### config.mk
export PLATFORM = sky130hd
export DESIGN_NAME = ip_eth_rx
export DESIGN_NICKNAME = d
export VERILOG_FILES = /design/src/hw/ip_rx_pkg.sv /design/src/hw/ip_rx_fsm.sv /design/src/hw/ip_rx_counter.sv /design/src/hw/ip_hdr_capture.sv /design/src/hw/payload_skid_buffer.sv /design/src/hw/ip_eth_rx.sv
export SDC_FILE = /design/constraint.sdc
export NUM_CORES = 1
export LEC_CHECK = 0
export BUFFER_PORTS_ARGS = -buffer_cell sky130_fd_sc_hd__buf_2
export CAP_MARGIN = 0
export CORE_UTILIZATION = 47
export CTS_CLUSTER_DIAMETER = 50
export DETAILED_ROUTE_END_ITERATION = 10
export MAX_ROUTING_LAYER = met4
export PLACE_DENSITY = 0.76
export SLEW_MARGIN = 10
export SYNTH_ARGS = -nofsm -noshare
export SYNTH_HDL_FRONTEND = slang
export SYNTH_SLANG_ARGS = --single-unit
### constraint.sdc
create_clock -name clk -period 4.4 [get_ports clk]
set_input_delay 0.66 -clock clk [delete_from_list [all_inputs] [get_ports clk]]
set_output_delay 0.66 -clock clk [all_outputs]
set_load 0.01 [all_outputs]
### src/hw/ip_rx_pkg.sv
/*
 * IPv4 receive path definitions
 * protocol constants, header and stream structs, receive state encoding
 */
package ip_rx_pkg;

    // fixed IPv4 header without options
    localparam int             IP_HDR_BYTES   = 20;
    localparam logic [3:0]     IP_VERSION_V4  = 4'd4;
    localparam logic [3:0]     IP_IHL_MIN     = 4'd5;
    // one's-complement sum over a correct header
    localparam logic [15:0]    CSUM_GOOD      = 16'hffff;
    localparam logic [15:0]    ETHERTYPE_IPV4 = 16'h0800;

    typedef struct packed {
        logic [47:0] dest_mac;
        logic [47:0] src_mac;
        logic [15:0] eth_type;
    } eth_hdr_t;

    // field order matches the byte order on the wire
    typedef struct packed {
        logic [3:0]  version;
        logic [3:0]  ihl;
        logic [5:0]  dscp;
        logic [1:0]  ecn;
        logic [15:0] length;
        logic [15:0] identification;
        logic [2:0]  flags;
        logic [12:0] fragment_offset;
        logic [7:0]  ttl;
        logic [7:0]  protocol;
        logic [15:0] header_checksum;
        logic [31:0] source_ip;
        logic [31:0] dest_ip;
    } ip_hdr_t;

    typedef struct packed {
        logic [7:0] data;
        logic       last;
        logic       user;
    } axis_byte_t;

    typedef struct packed {
        logic header_early_termination;
        logic payload_early_termination;
        logic invalid_header;
        logic invalid_checksum;
    } rx_error_t;

    typedef enum logic [1:0] {
        idle,
        read_header,
        read_payload,
        wait_last
    } rx_state_e;

endpackage

### src/hw/ip_rx_fsm.sv
/*
 * IPv4 receive FSM
 * steers header and payload handshakes, reports errors and busy
 */
`timescale 1ns/10ps

module ip_rx_fsm (
    input  logic                  clk,
    input  logic                  rst_n,
    input  logic                  s_eth_hdr_valid,
    output logic                  s_eth_hdr_ready,
    input  ip_rx_pkg::axis_byte_t s_payload,
    input  logic                  s_payload_valid,
    output logic                  s_payload_ready,
    input  logic                  m_hdr_ready,
    output logic                  m_hdr_valid,
    input  logic                  hdr_last,
    input  logic                  len_last,
    input  logic                  hdr_fields_ok,
    input  logic                  sum_ok,
    input  logic                  in_ready_early,
    output logic                  hdr_take,
    output logic                  hdr_byte_take,
    output logic                  pay_take,
    output ip_rx_pkg::axis_byte_t pay_out,
    output logic                  pay_out_valid,
    output logic                  busy,
    output ip_rx_pkg::rx_error_t  error
);
    import ip_rx_pkg::*;

    rx_state_e state_reg;
    rx_state_e state_next;
    logic      s_eth_hdr_ready_next;
    logic      s_payload_ready_next;
    logic      m_hdr_valid_next;
    rx_error_t error_next;
    logic      in_take;

    assign hdr_take      = s_eth_hdr_valid && s_eth_hdr_ready;
    assign in_take       = s_payload_valid && s_payload_ready;
    assign hdr_byte_take = in_take && (state_reg == read_header);
    assign pay_take      = in_take && (state_reg == read_payload);
    assign pay_out_valid = pay_take;

    // close the frame where the length runs out, flag a short one
    always_comb begin
        pay_out      = s_payload;
        pay_out.last = s_payload.last || len_last;
        pay_out.user = s_payload.user || (s_payload.last && !len_last);
    end

    always_comb begin
        state_next           = state_reg;
        s_eth_hdr_ready_next = 1'b0;
        s_payload_ready_next = 1'b0;
        m_hdr_valid_next     = m_hdr_valid && !m_hdr_ready;
        error_next           = '0;

        case (state_reg)
            idle: begin
                // new header only once the previous one is gone
                s_eth_hdr_ready_next = !m_hdr_valid_next;
                if (hdr_take) begin
                    s_eth_hdr_ready_next = 1'b0;
                    s_payload_ready_next = 1'b1;
                    state_next           = read_header;
                end
            end
            read_header: begin
                s_payload_ready_next = 1'b1;
                if (hdr_byte_take) begin
                    if (s_payload.last) begin
                        error_next.header_early_termination = 1'b1;
                        s_eth_hdr_ready_next = !m_hdr_valid_next;
                        s_payload_ready_next = 1'b0;
                        state_next           = idle;
                    end else if (hdr_last) begin
                        if (!hdr_fields_ok) begin
                            error_next.invalid_header = 1'b1;
                            state_next = wait_last;
                        end else if (!sum_ok) begin
                            error_next.invalid_checksum = 1'b1;
                            state_next = wait_last;
                        end else begin
                            m_hdr_valid_next     = 1'b1;
                            s_payload_ready_next = in_ready_early;
                            state_next           = read_payload;
                        end
                    end
                end
            end
            read_payload: begin
                s_payload_ready_next = in_ready_early;
                if (pay_take) begin
                    if (s_payload.last) begin
                        error_next.payload_early_termination = !len_last;
                        s_eth_hdr_ready_next = !m_hdr_valid_next;
                        s_payload_ready_next = 1'b0;
                        state_next           = idle;
                    end else if (len_last) begin
                        // padding follows, drop it
                        s_payload_ready_next = 1'b1;
                        state_next           = wait_last;
                    end
                end
            end
            wait_last: begin
                s_payload_ready_next = 1'b1;
                if (in_take && s_payload.last) begin
                    s_eth_hdr_ready_next = !m_hdr_valid_next;
                    s_payload_ready_next = 1'b0;
                    state_next           = idle;
                end
            end
            default: begin
                state_next = idle;
            end
        endcase
    end

    always_ff @(posedge clk or negedge rst_n) begin
        if (!rst_n) begin
            state_reg       <= idle;
            s_eth_hdr_ready <= 1'b0;
            s_payload_ready <= 1'b0;
            m_hdr_valid     <= 1'b0;
            busy            <= 1'b0;
            error           <= '0;
        end else begin
            state_reg       <= state_next;
            s_eth_hdr_ready <= s_eth_hdr_ready_next;
            s_payload_ready <= s_payload_ready_next;
            m_hdr_valid     <= m_hdr_valid_next;
            busy            <= state_next != idle;
            error           <= error_next;
        end
    end

    // header and payload acceptance belong to different frame phases
    a_take_exclusive: assert property (@(posedge clk) disable iff (!rst_n)
        !(hdr_take && pay_take));

    // a new frame never overwrites a header still waiting at the output
    a_hdr_not_overwritten: assert property (@(posedge clk) disable iff (!rst_n)
        hdr_take |-> !m_hdr_valid);

endmodule

### src/hw/ip_rx_counter.sv
/*
 * IPv4 receive counters
 * header byte index and remaining payload length
 */
`timescale 1ns/10ps

module ip_rx_counter (
    input  logic        clk,
    input  logic        rst_n,
    input  logic        hdr_take,
    input  logic        hdr_byte_take,
    input  logic        pay_take,
    input  logic [15:0] ip_length,
    output logic [4:0]  hdr_idx,
    output logic        hdr_last,
    output logic        len_last
);
    import ip_rx_pkg::*;

    logic [15:0] remaining;

    assign hdr_last = hdr_idx == 5'(IP_HDR_BYTES - 1);
    // zero-length payload also ends on its first byte
    assign len_last = remaining <= 16'd1;

    always_ff @(posedge clk or negedge rst_n) begin
        if (!rst_n) begin
            hdr_idx   <= '0;
            remaining <= '0;
        end else begin
            if (hdr_take || (hdr_byte_take && hdr_last)) begin
                hdr_idx <= '0;
            end else if (hdr_byte_take) begin
                hdr_idx <= hdr_idx + 5'd1;
            end
            // length field is complete well before the last header byte
            if (hdr_byte_take && hdr_last) begin
                remaining <= ip_length - 16'(IP_HDR_BYTES);
            end else if (pay_take) begin
                remaining <= remaining - 16'd1;
            end
        end
    end

    a_idx_range: assert property (@(posedge clk) disable iff (!rst_n)
        hdr_idx <= 5'(IP_HDR_BYTES - 1));

endmodule

### src/hw/ip_hdr_capture.sv
/*
 * IPv4 header capture
 * stores Ethernet and IP header fields and checks version, IHL and checksum
 */
`timescale 1ns/10ps

module ip_hdr_capture (
    input  logic                clk,
    input  logic                rst_n,
    input  logic                hdr_take,
    input  ip_rx_pkg::eth_hdr_t s_eth_hdr,
    input  logic                hdr_byte_take,
    input  logic [4:0]          hdr_idx,
    input  logic [7:0]          byte_in,
    output ip_rx_pkg::eth_hdr_t eth_hdr,
    output ip_rx_pkg::ip_hdr_t  ip_hdr,
    output logic                hdr_fields_ok,
    output logic                sum_ok
);
    import ip_rx_pkg::*;

    logic [8*IP_HDR_BYTES-1:0] hdr_bits;
    logic [15:0]               sum_reg;
    logic [15:0]               sum_next;
    logic [7:0]                ver_ihl;

    // 16-bit add with end-around carry
    function automatic logic [15:0] add_1c(input logic [15:0] a, input logic [15:0] b);
        logic [16:0] t;
        t = a + b;
        return t[15:0] + 16'(t[16]);
    endfunction

    assign ip_hdr = ip_hdr_t'(hdr_bits);

    // even bytes are the upper half of a 16-bit word
    assign sum_next = add_1c(sum_reg, hdr_idx[0] ? {8'h00, byte_in} : {byte_in, 8'h00});
    assign sum_ok   = sum_next == CSUM_GOOD;

    assign ver_ihl = (hdr_idx == 5'd0) ? byte_in : hdr_bits[8*IP_HDR_BYTES-1 -: 8];
    assign hdr_fields_ok = (ver_ihl[7:4] == IP_VERSION_V4) && (ver_ihl[3:0] == IP_IHL_MIN);

    always_ff @(posedge clk or negedge rst_n) begin
        if (!rst_n) begin
            sum_reg <= '0;
        end else if (hdr_take) begin
            sum_reg <= '0;
        end else if (hdr_byte_take) begin
            sum_reg <= sum_next;
        end
    end

    always_ff @(posedge clk) begin
        if (hdr_take) begin
            eth_hdr <= s_eth_hdr;
        end
        // big-endian, byte 0 lands in the top bits
        if (hdr_byte_take) begin
            hdr_bits[8*(IP_HDR_BYTES - 1 - hdr_idx) +: 8] <= byte_in;
        end
    end

endmodule

### src/hw/payload_skid_buffer.sv
/*
 * Payload skid buffer
 * registered byte-stream output with one spare entry for stalls
 */
`timescale 1ns/10ps

module payload_skid_buffer (
    input  logic                  clk,
    input  logic                  rst_n,
    input  ip_rx_pkg::axis_byte_t in_byte,
    input  logic                  in_valid,
    output logic                  in_ready_early,
    output ip_rx_pkg::axis_byte_t out_byte,
    output logic                  out_valid,
    input  logic                  out_ready
);
    import ip_rx_pkg::*;

    axis_byte_t temp_byte;
    logic       temp_valid;
    logic       in_ready_reg;
    logic       out_valid_next;
    logic       temp_valid_next;
    logic       in_to_out;
    logic       in_to_temp;
    logic       temp_to_out;

    // room next cycle if the sink drains or nothing is held
    assign in_ready_early = out_ready || (!temp_valid && !out_valid);

    always_comb begin
        out_valid_next  = out_valid;
        temp_valid_next = temp_valid;
        in_to_out       = 1'b0;
        in_to_temp      = 1'b0;
        temp_to_out     = 1'b0;
        if (in_ready_reg) begin
            if (out_ready || !out_valid) begin
                out_valid_next = in_valid;
                in_to_out      = 1'b1;
            end else begin
                // sink stalled, park the byte
                temp_valid_next = in_valid;
                in_to_temp      = 1'b1;
            end
        end else if (out_ready) begin
            out_valid_next  = temp_valid;
            temp_valid_next = 1'b0;
            temp_to_out     = 1'b1;
        end
    end

    always_ff @(posedge clk or negedge rst_n) begin
        if (!rst_n) begin
            in_ready_reg <= 1'b0;
            out_valid    <= 1'b0;
            temp_valid   <= 1'b0;
        end else begin
            in_ready_reg <= in_ready_early;
            out_valid    <= out_valid_next;
            temp_valid   <= temp_valid_next;
        end
    end

    always_ff @(posedge clk) begin
        if (in_to_out) begin
            out_byte <= in_byte;
        end else if (temp_to_out) begin
            out_byte <= temp_byte;
        end
        if (in_to_temp) begin
            temp_byte <= in_byte;
        end
    end

    a_out_stable: assert property (@(posedge clk) disable iff (!rst_n)
        out_valid && !out_ready |=> out_valid && $stable(out_byte));

endmodule

### src/hw/ip_eth_rx.sv
/*
 * IPv4 receiver top level
 * Ethernet frame in, IPv4 header fields and trimmed payload out
 */
`timescale 1ns/10ps

module ip_eth_rx (
    input  logic                  clk,
    input  logic                  rst_n,
    input  logic                  s_eth_hdr_valid,
    output logic                  s_eth_hdr_ready,
    input  ip_rx_pkg::eth_hdr_t   s_eth_hdr,
    input  ip_rx_pkg::axis_byte_t s_payload,
    input  logic                  s_payload_valid,
    output logic                  s_payload_ready,
    output logic                  m_hdr_valid,
    input  logic                  m_hdr_ready,
    output ip_rx_pkg::eth_hdr_t   m_eth_hdr,
    output ip_rx_pkg::ip_hdr_t    m_ip_hdr,
    output ip_rx_pkg::axis_byte_t m_payload,
    output logic                  m_payload_valid,
    input  logic                  m_payload_ready,
    output logic                  busy,
    output ip_rx_pkg::rx_error_t  error
);
    import ip_rx_pkg::*;

    logic       hdr_take;
    logic       hdr_byte_take;
    logic       pay_take;
    axis_byte_t pay_out;
    logic       pay_out_valid;
    logic [4:0] hdr_idx;
    logic       hdr_last;
    logic       len_last;
    logic       hdr_fields_ok;
    logic       sum_ok;
    logic       in_ready_early;

    ip_rx_fsm u_fsm (
        .clk             (clk),
        .rst_n           (rst_n),
        .s_eth_hdr_valid (s_eth_hdr_valid),
        .s_eth_hdr_ready (s_eth_hdr_ready),
        .s_payload       (s_payload),
        .s_payload_valid (s_payload_valid),
        .s_payload_ready (s_payload_ready),
        .m_hdr_ready     (m_hdr_ready),
        .m_hdr_valid     (m_hdr_valid),
        .hdr_last        (hdr_last),
        .len_last        (len_last),
        .hdr_fields_ok   (hdr_fields_ok),
        .sum_ok          (sum_ok),
        .in_ready_early  (in_ready_early),
        .hdr_take        (hdr_take),
        .hdr_byte_take   (hdr_byte_take),
        .pay_take        (pay_take),
        .pay_out         (pay_out),
        .pay_out_valid   (pay_out_valid),
        .busy            (busy),
        .error           (error)
    );

    ip_rx_counter u_counter (
        .clk           (clk),
        .rst_n         (rst_n),
        .hdr_take      (hdr_take),
        .hdr_byte_take (hdr_byte_take),
        .pay_take      (pay_take),
        .ip_length     (m_ip_hdr.length),
        .hdr_idx       (hdr_idx),
        .hdr_last      (hdr_last),
        .len_last      (len_last)
    );

    ip_hdr_capture u_capture (
        .clk           (clk),
        .rst_n         (rst_n),
        .hdr_take      (hdr_take),
        .s_eth_hdr     (s_eth_hdr),
        .hdr_byte_take (hdr_byte_take),
        .hdr_idx       (hdr_idx),
        .byte_in       (s_payload.data),
        .eth_hdr       (m_eth_hdr),
        .ip_hdr        (m_ip_hdr),
        .hdr_fields_ok (hdr_fields_ok),
        .sum_ok        (sum_ok)
    );

    payload_skid_buffer u_skid (
        .clk            (clk),
        .rst_n          (rst_n),
        .in_byte        (pay_out),
        .in_valid       (pay_out_valid),
        .in_ready_early (in_ready_early),
        .out_byte       (m_payload),
        .out_valid      (m_payload_valid),
        .out_ready      (m_payload_ready)
    );

endmodule

==> out/results.ini <==
[logic_synthesis]
synthTopCellsByCount = edfxtp_1, nor2_1, nand2_1, nor3_1, dfrtp_1
ys_seq_area_frac = 0.690
synth_ff_type = edfxtp_1
synth.avg_cell_area_um2 = 13.1
ys_seq_elements = 342
yosysTopAreaCell = edfxtp_1
post-synth-top-count-cell = edfxtp_1
synthCells = 1110
syn_nets = 1280
synth_warnings = 0
postSynth.asyncResetShare = 0.146
synthDistinctLibCells = 79
yosysTopAreaCellShare = 0.604
yosys-top-cells-area = edfxtp_1, dfrtp_1, nor2_1, ha_1, nor3_1
synthesis.area_um2 = 14500
synth-edff-count = 292

[sta]
fin_crit_sh = 0.985
skew_ns = 0.0241
setup_viol = 0
slew_viol_final = 0
hold_viol_final = 0
fmax_ghz = 0.231
relSlewSlack = 0.224
timing.final.ws_setup_ns = 0.0663
fin_crit_ns = 4.33
rsz0062_at_grt = yes
hold_ws_ns = 0.0744
worst_pin_slew_ns = 1.16
fin_setup_tns_ns = 0

[place]
portBuffers = 418
pre_cts_ws_ns = -0.463
placed_area_um2 = 17700
dp_hpwl_mm = 37.1
place_inst = 1976
gp_congestion = 0.941

[final_layout]
nets = 1801
fin_util = 0.636
syn2layout_area_growth_pct = 31.7
nFillCells = 2324
design_area_um2 = 19100
drive_gt1_frac = 0.389
multi_input_area_um2 = 4290
largest_reg_flops = 160
final_cells = 2057
regArea_um2 = 10000

[worst_setup_path]
critPathRequiredTime_ns = 4.77
cp_cell_sequence = nand2_2 > inv_2 > ha_4 > fa_2 > a21o_1 > a311oi_2 > o31ai_2 > nand2b_1 > nand2_1 > a21o_1 > a21o_1 > ha_4 > ha_4 > nand2_2 > or4b_4 > and3b_2 > nor4_4 > a21oi_2 > nor4_2 > and4b_4 > o211ai_1
slowest_stage = dfrtp_1
cp-end-kind = flip-flop
start_kind = flip-flop
arrival_ns = 4.70
worstPathMaxFanout = 6
max_stage_delay_ns = 0.44
critPathKind = flip-flop to flip-flop

[drt]
routed.top_layer = met4
vias = 11380
viasPerCell = 5.53
dr.pass1.iters = 7
wl_met1_mm = 17.7
routed-wl-met3_mm = 4.59
route.detailed.drc = 0
met2WireLength_mm = 24.6
finalWirelength_mm = 48.7
detail-route-antenna-nets = 0
drt_iter0_drc = 911
avgRoutedWirePerCell_um = 23.7

[power]
p_per_area_nw_per_um2 = 521
irDropWorstVdd_mv = 0.298
p_leak_nw = 8.39
p_total_mw = 9.96

[clock_tree]
cts_sinks = 342
clk_latency_ns = 0.53
clkTransAtPathRegs_ns = 0.06
htree_levels = 2
cts_made_buffers = 38
cts_buffer_depth = 3
cts_root_buffer = clkbuf_16
cts_tree = built

[grt]
grt_pass1_vias = 10821
grt_max_degree = 108
antenna_found_initial = 11
grt.total_usage = 0.309
grt_pass1_wl_mm = 67.3
grt-ovfl-total = 0

[die]
die_h_um = 178
ios = 419
die_area_um2 = 31600
initial_utilization = 0.483
row_count = 63
core-area_um2 = 30000
die_w_um = 178

[min_path]
hold_class = input pin to asynchronous set/reset pin

[outcome]
status = finished, final reports clean

[job]
drv_cap = 0

[placed cells by master (no fill, tap or decap), drive strengths merged, types with 11 or more instances in the layout]
| master | synthesis | routed |
|---|---|---|
| nor4 | 12 | 12 |
| ha | 41 | 41 |
| buf | 4 | 527 |
| nor2 | 172 | 172 |
| nand3 | 25 | 25 |
| xnor2 | 23 | 23 |
| clkbuf | 42 | 42 |
| edfxtp | 292 | 292 |
| a21o | 11 | 11 |
| nor3 | 76 | 76 |
| xor2 | 26 | 26 |
| a21oi | 32 | 32 |
| inv | 34 | 38 |
| dfrtp | 50 | 50 |
| and2 | 18 | 18 |
| o21ai | 32 | 32 |
| clkinv | 1 | 16 |
| mux2 | 11 | 11 |
| nand2 | 90 | 90 |
[final timing paths]
| kind | start | to | slack [ns] | depth (start not counted) |
|---|---|---|---|---|
| max in group asynchronous | rst_n | u_fsm.error[1] | 3.46 | 2 |
| hold / removal | rst_n | u_capture.sum_reg[7] | 0.07 | 1 |
| setup reg to reg | u_counter.hdr_idx[0] | u_fsm.busy | 0.07 | 21 |
| min in group clk | s_eth_hdr[88] | u_capture.eth_hdr[88] | 0.31 | 1 |
| hold reg to reg | u_fsm.m_hdr_valid | u_fsm.s_eth_hdr_ready | 0.52 | 1 |
| setup / recovery | u_counter.hdr_idx[0] | u_fsm.busy | 0.07 | 21 |
[area by class of cell]
| cell class | count | area share |
|---|---|---|
| inverter | 35 | 0.00687 |
| tap | 390 | 0.0255 |
| multi-input combinational | 687 | 0.224 |
| antenna | 8 | 0.00105 |
| clock buffer | 42 | 0.0505 |
| timing repair buffer | 527 | 0.153 |
| clock inverter | 26 | 0.0142 |
| sequential | 342 | 0.524 |
[power breakdown]
part / leakage, nW / internal, mW / total, mW / switching, mW
Clock: 0.599 / 1.84 / 3.14 / 1.30
Combinational: 4.12 / 0.984 / 2.80 / 1.82
Sequential: 3.67 / 3.86 / 4.01 / 0.149
Total: 8.39 / 6.69 / 9.96 / 3.27
[cells by family (layout without fill, tap and decap cells)]
logic type	Yosys count	after routing	synth area share
AND/OR/NAND/NOR	461	461	0.153
flip-flops	342	342	0.690
AO/OA/AOI/OAI	122	122	0.0572
buffers and inverters	81	630	0.0216
XOR/XNOR	49	49	0.0306
adder cells (fa/ha/maj)	42	42	0.0367
multiplexers	13	13	0.00992
other	0	8	0
[critical path: cells and delay by family (launching register included)]
kind / cells / cell delay, ns
AO/OA/AOI/OAI: 7 / 1.26
AND/OR/NAND/NOR: 9 / 1.58
adder cells (fa/ha/maj): 4 / 0.85
buffers and inverters: 1 / 0.05
flip-flops: 1 / 0.44
[what timing repair did]
| action | CTS | global route |
|---|---|---|
| resized for setup | 0 | 20 |
| setup endpoints to repair | 3 | 152 |
| pin swaps | 2 | 13 |
| hold buffers | 0 | 0 |
| setup buffers | 2 | 3 |
[metal layers]
metal  vias up  track usage
met5         -            -
met4         0        0.139
met3       101       0.0686
met2       612        0.512
met1      5580        0.358
li1       5087            -
(Power assumes the default switching activity.)
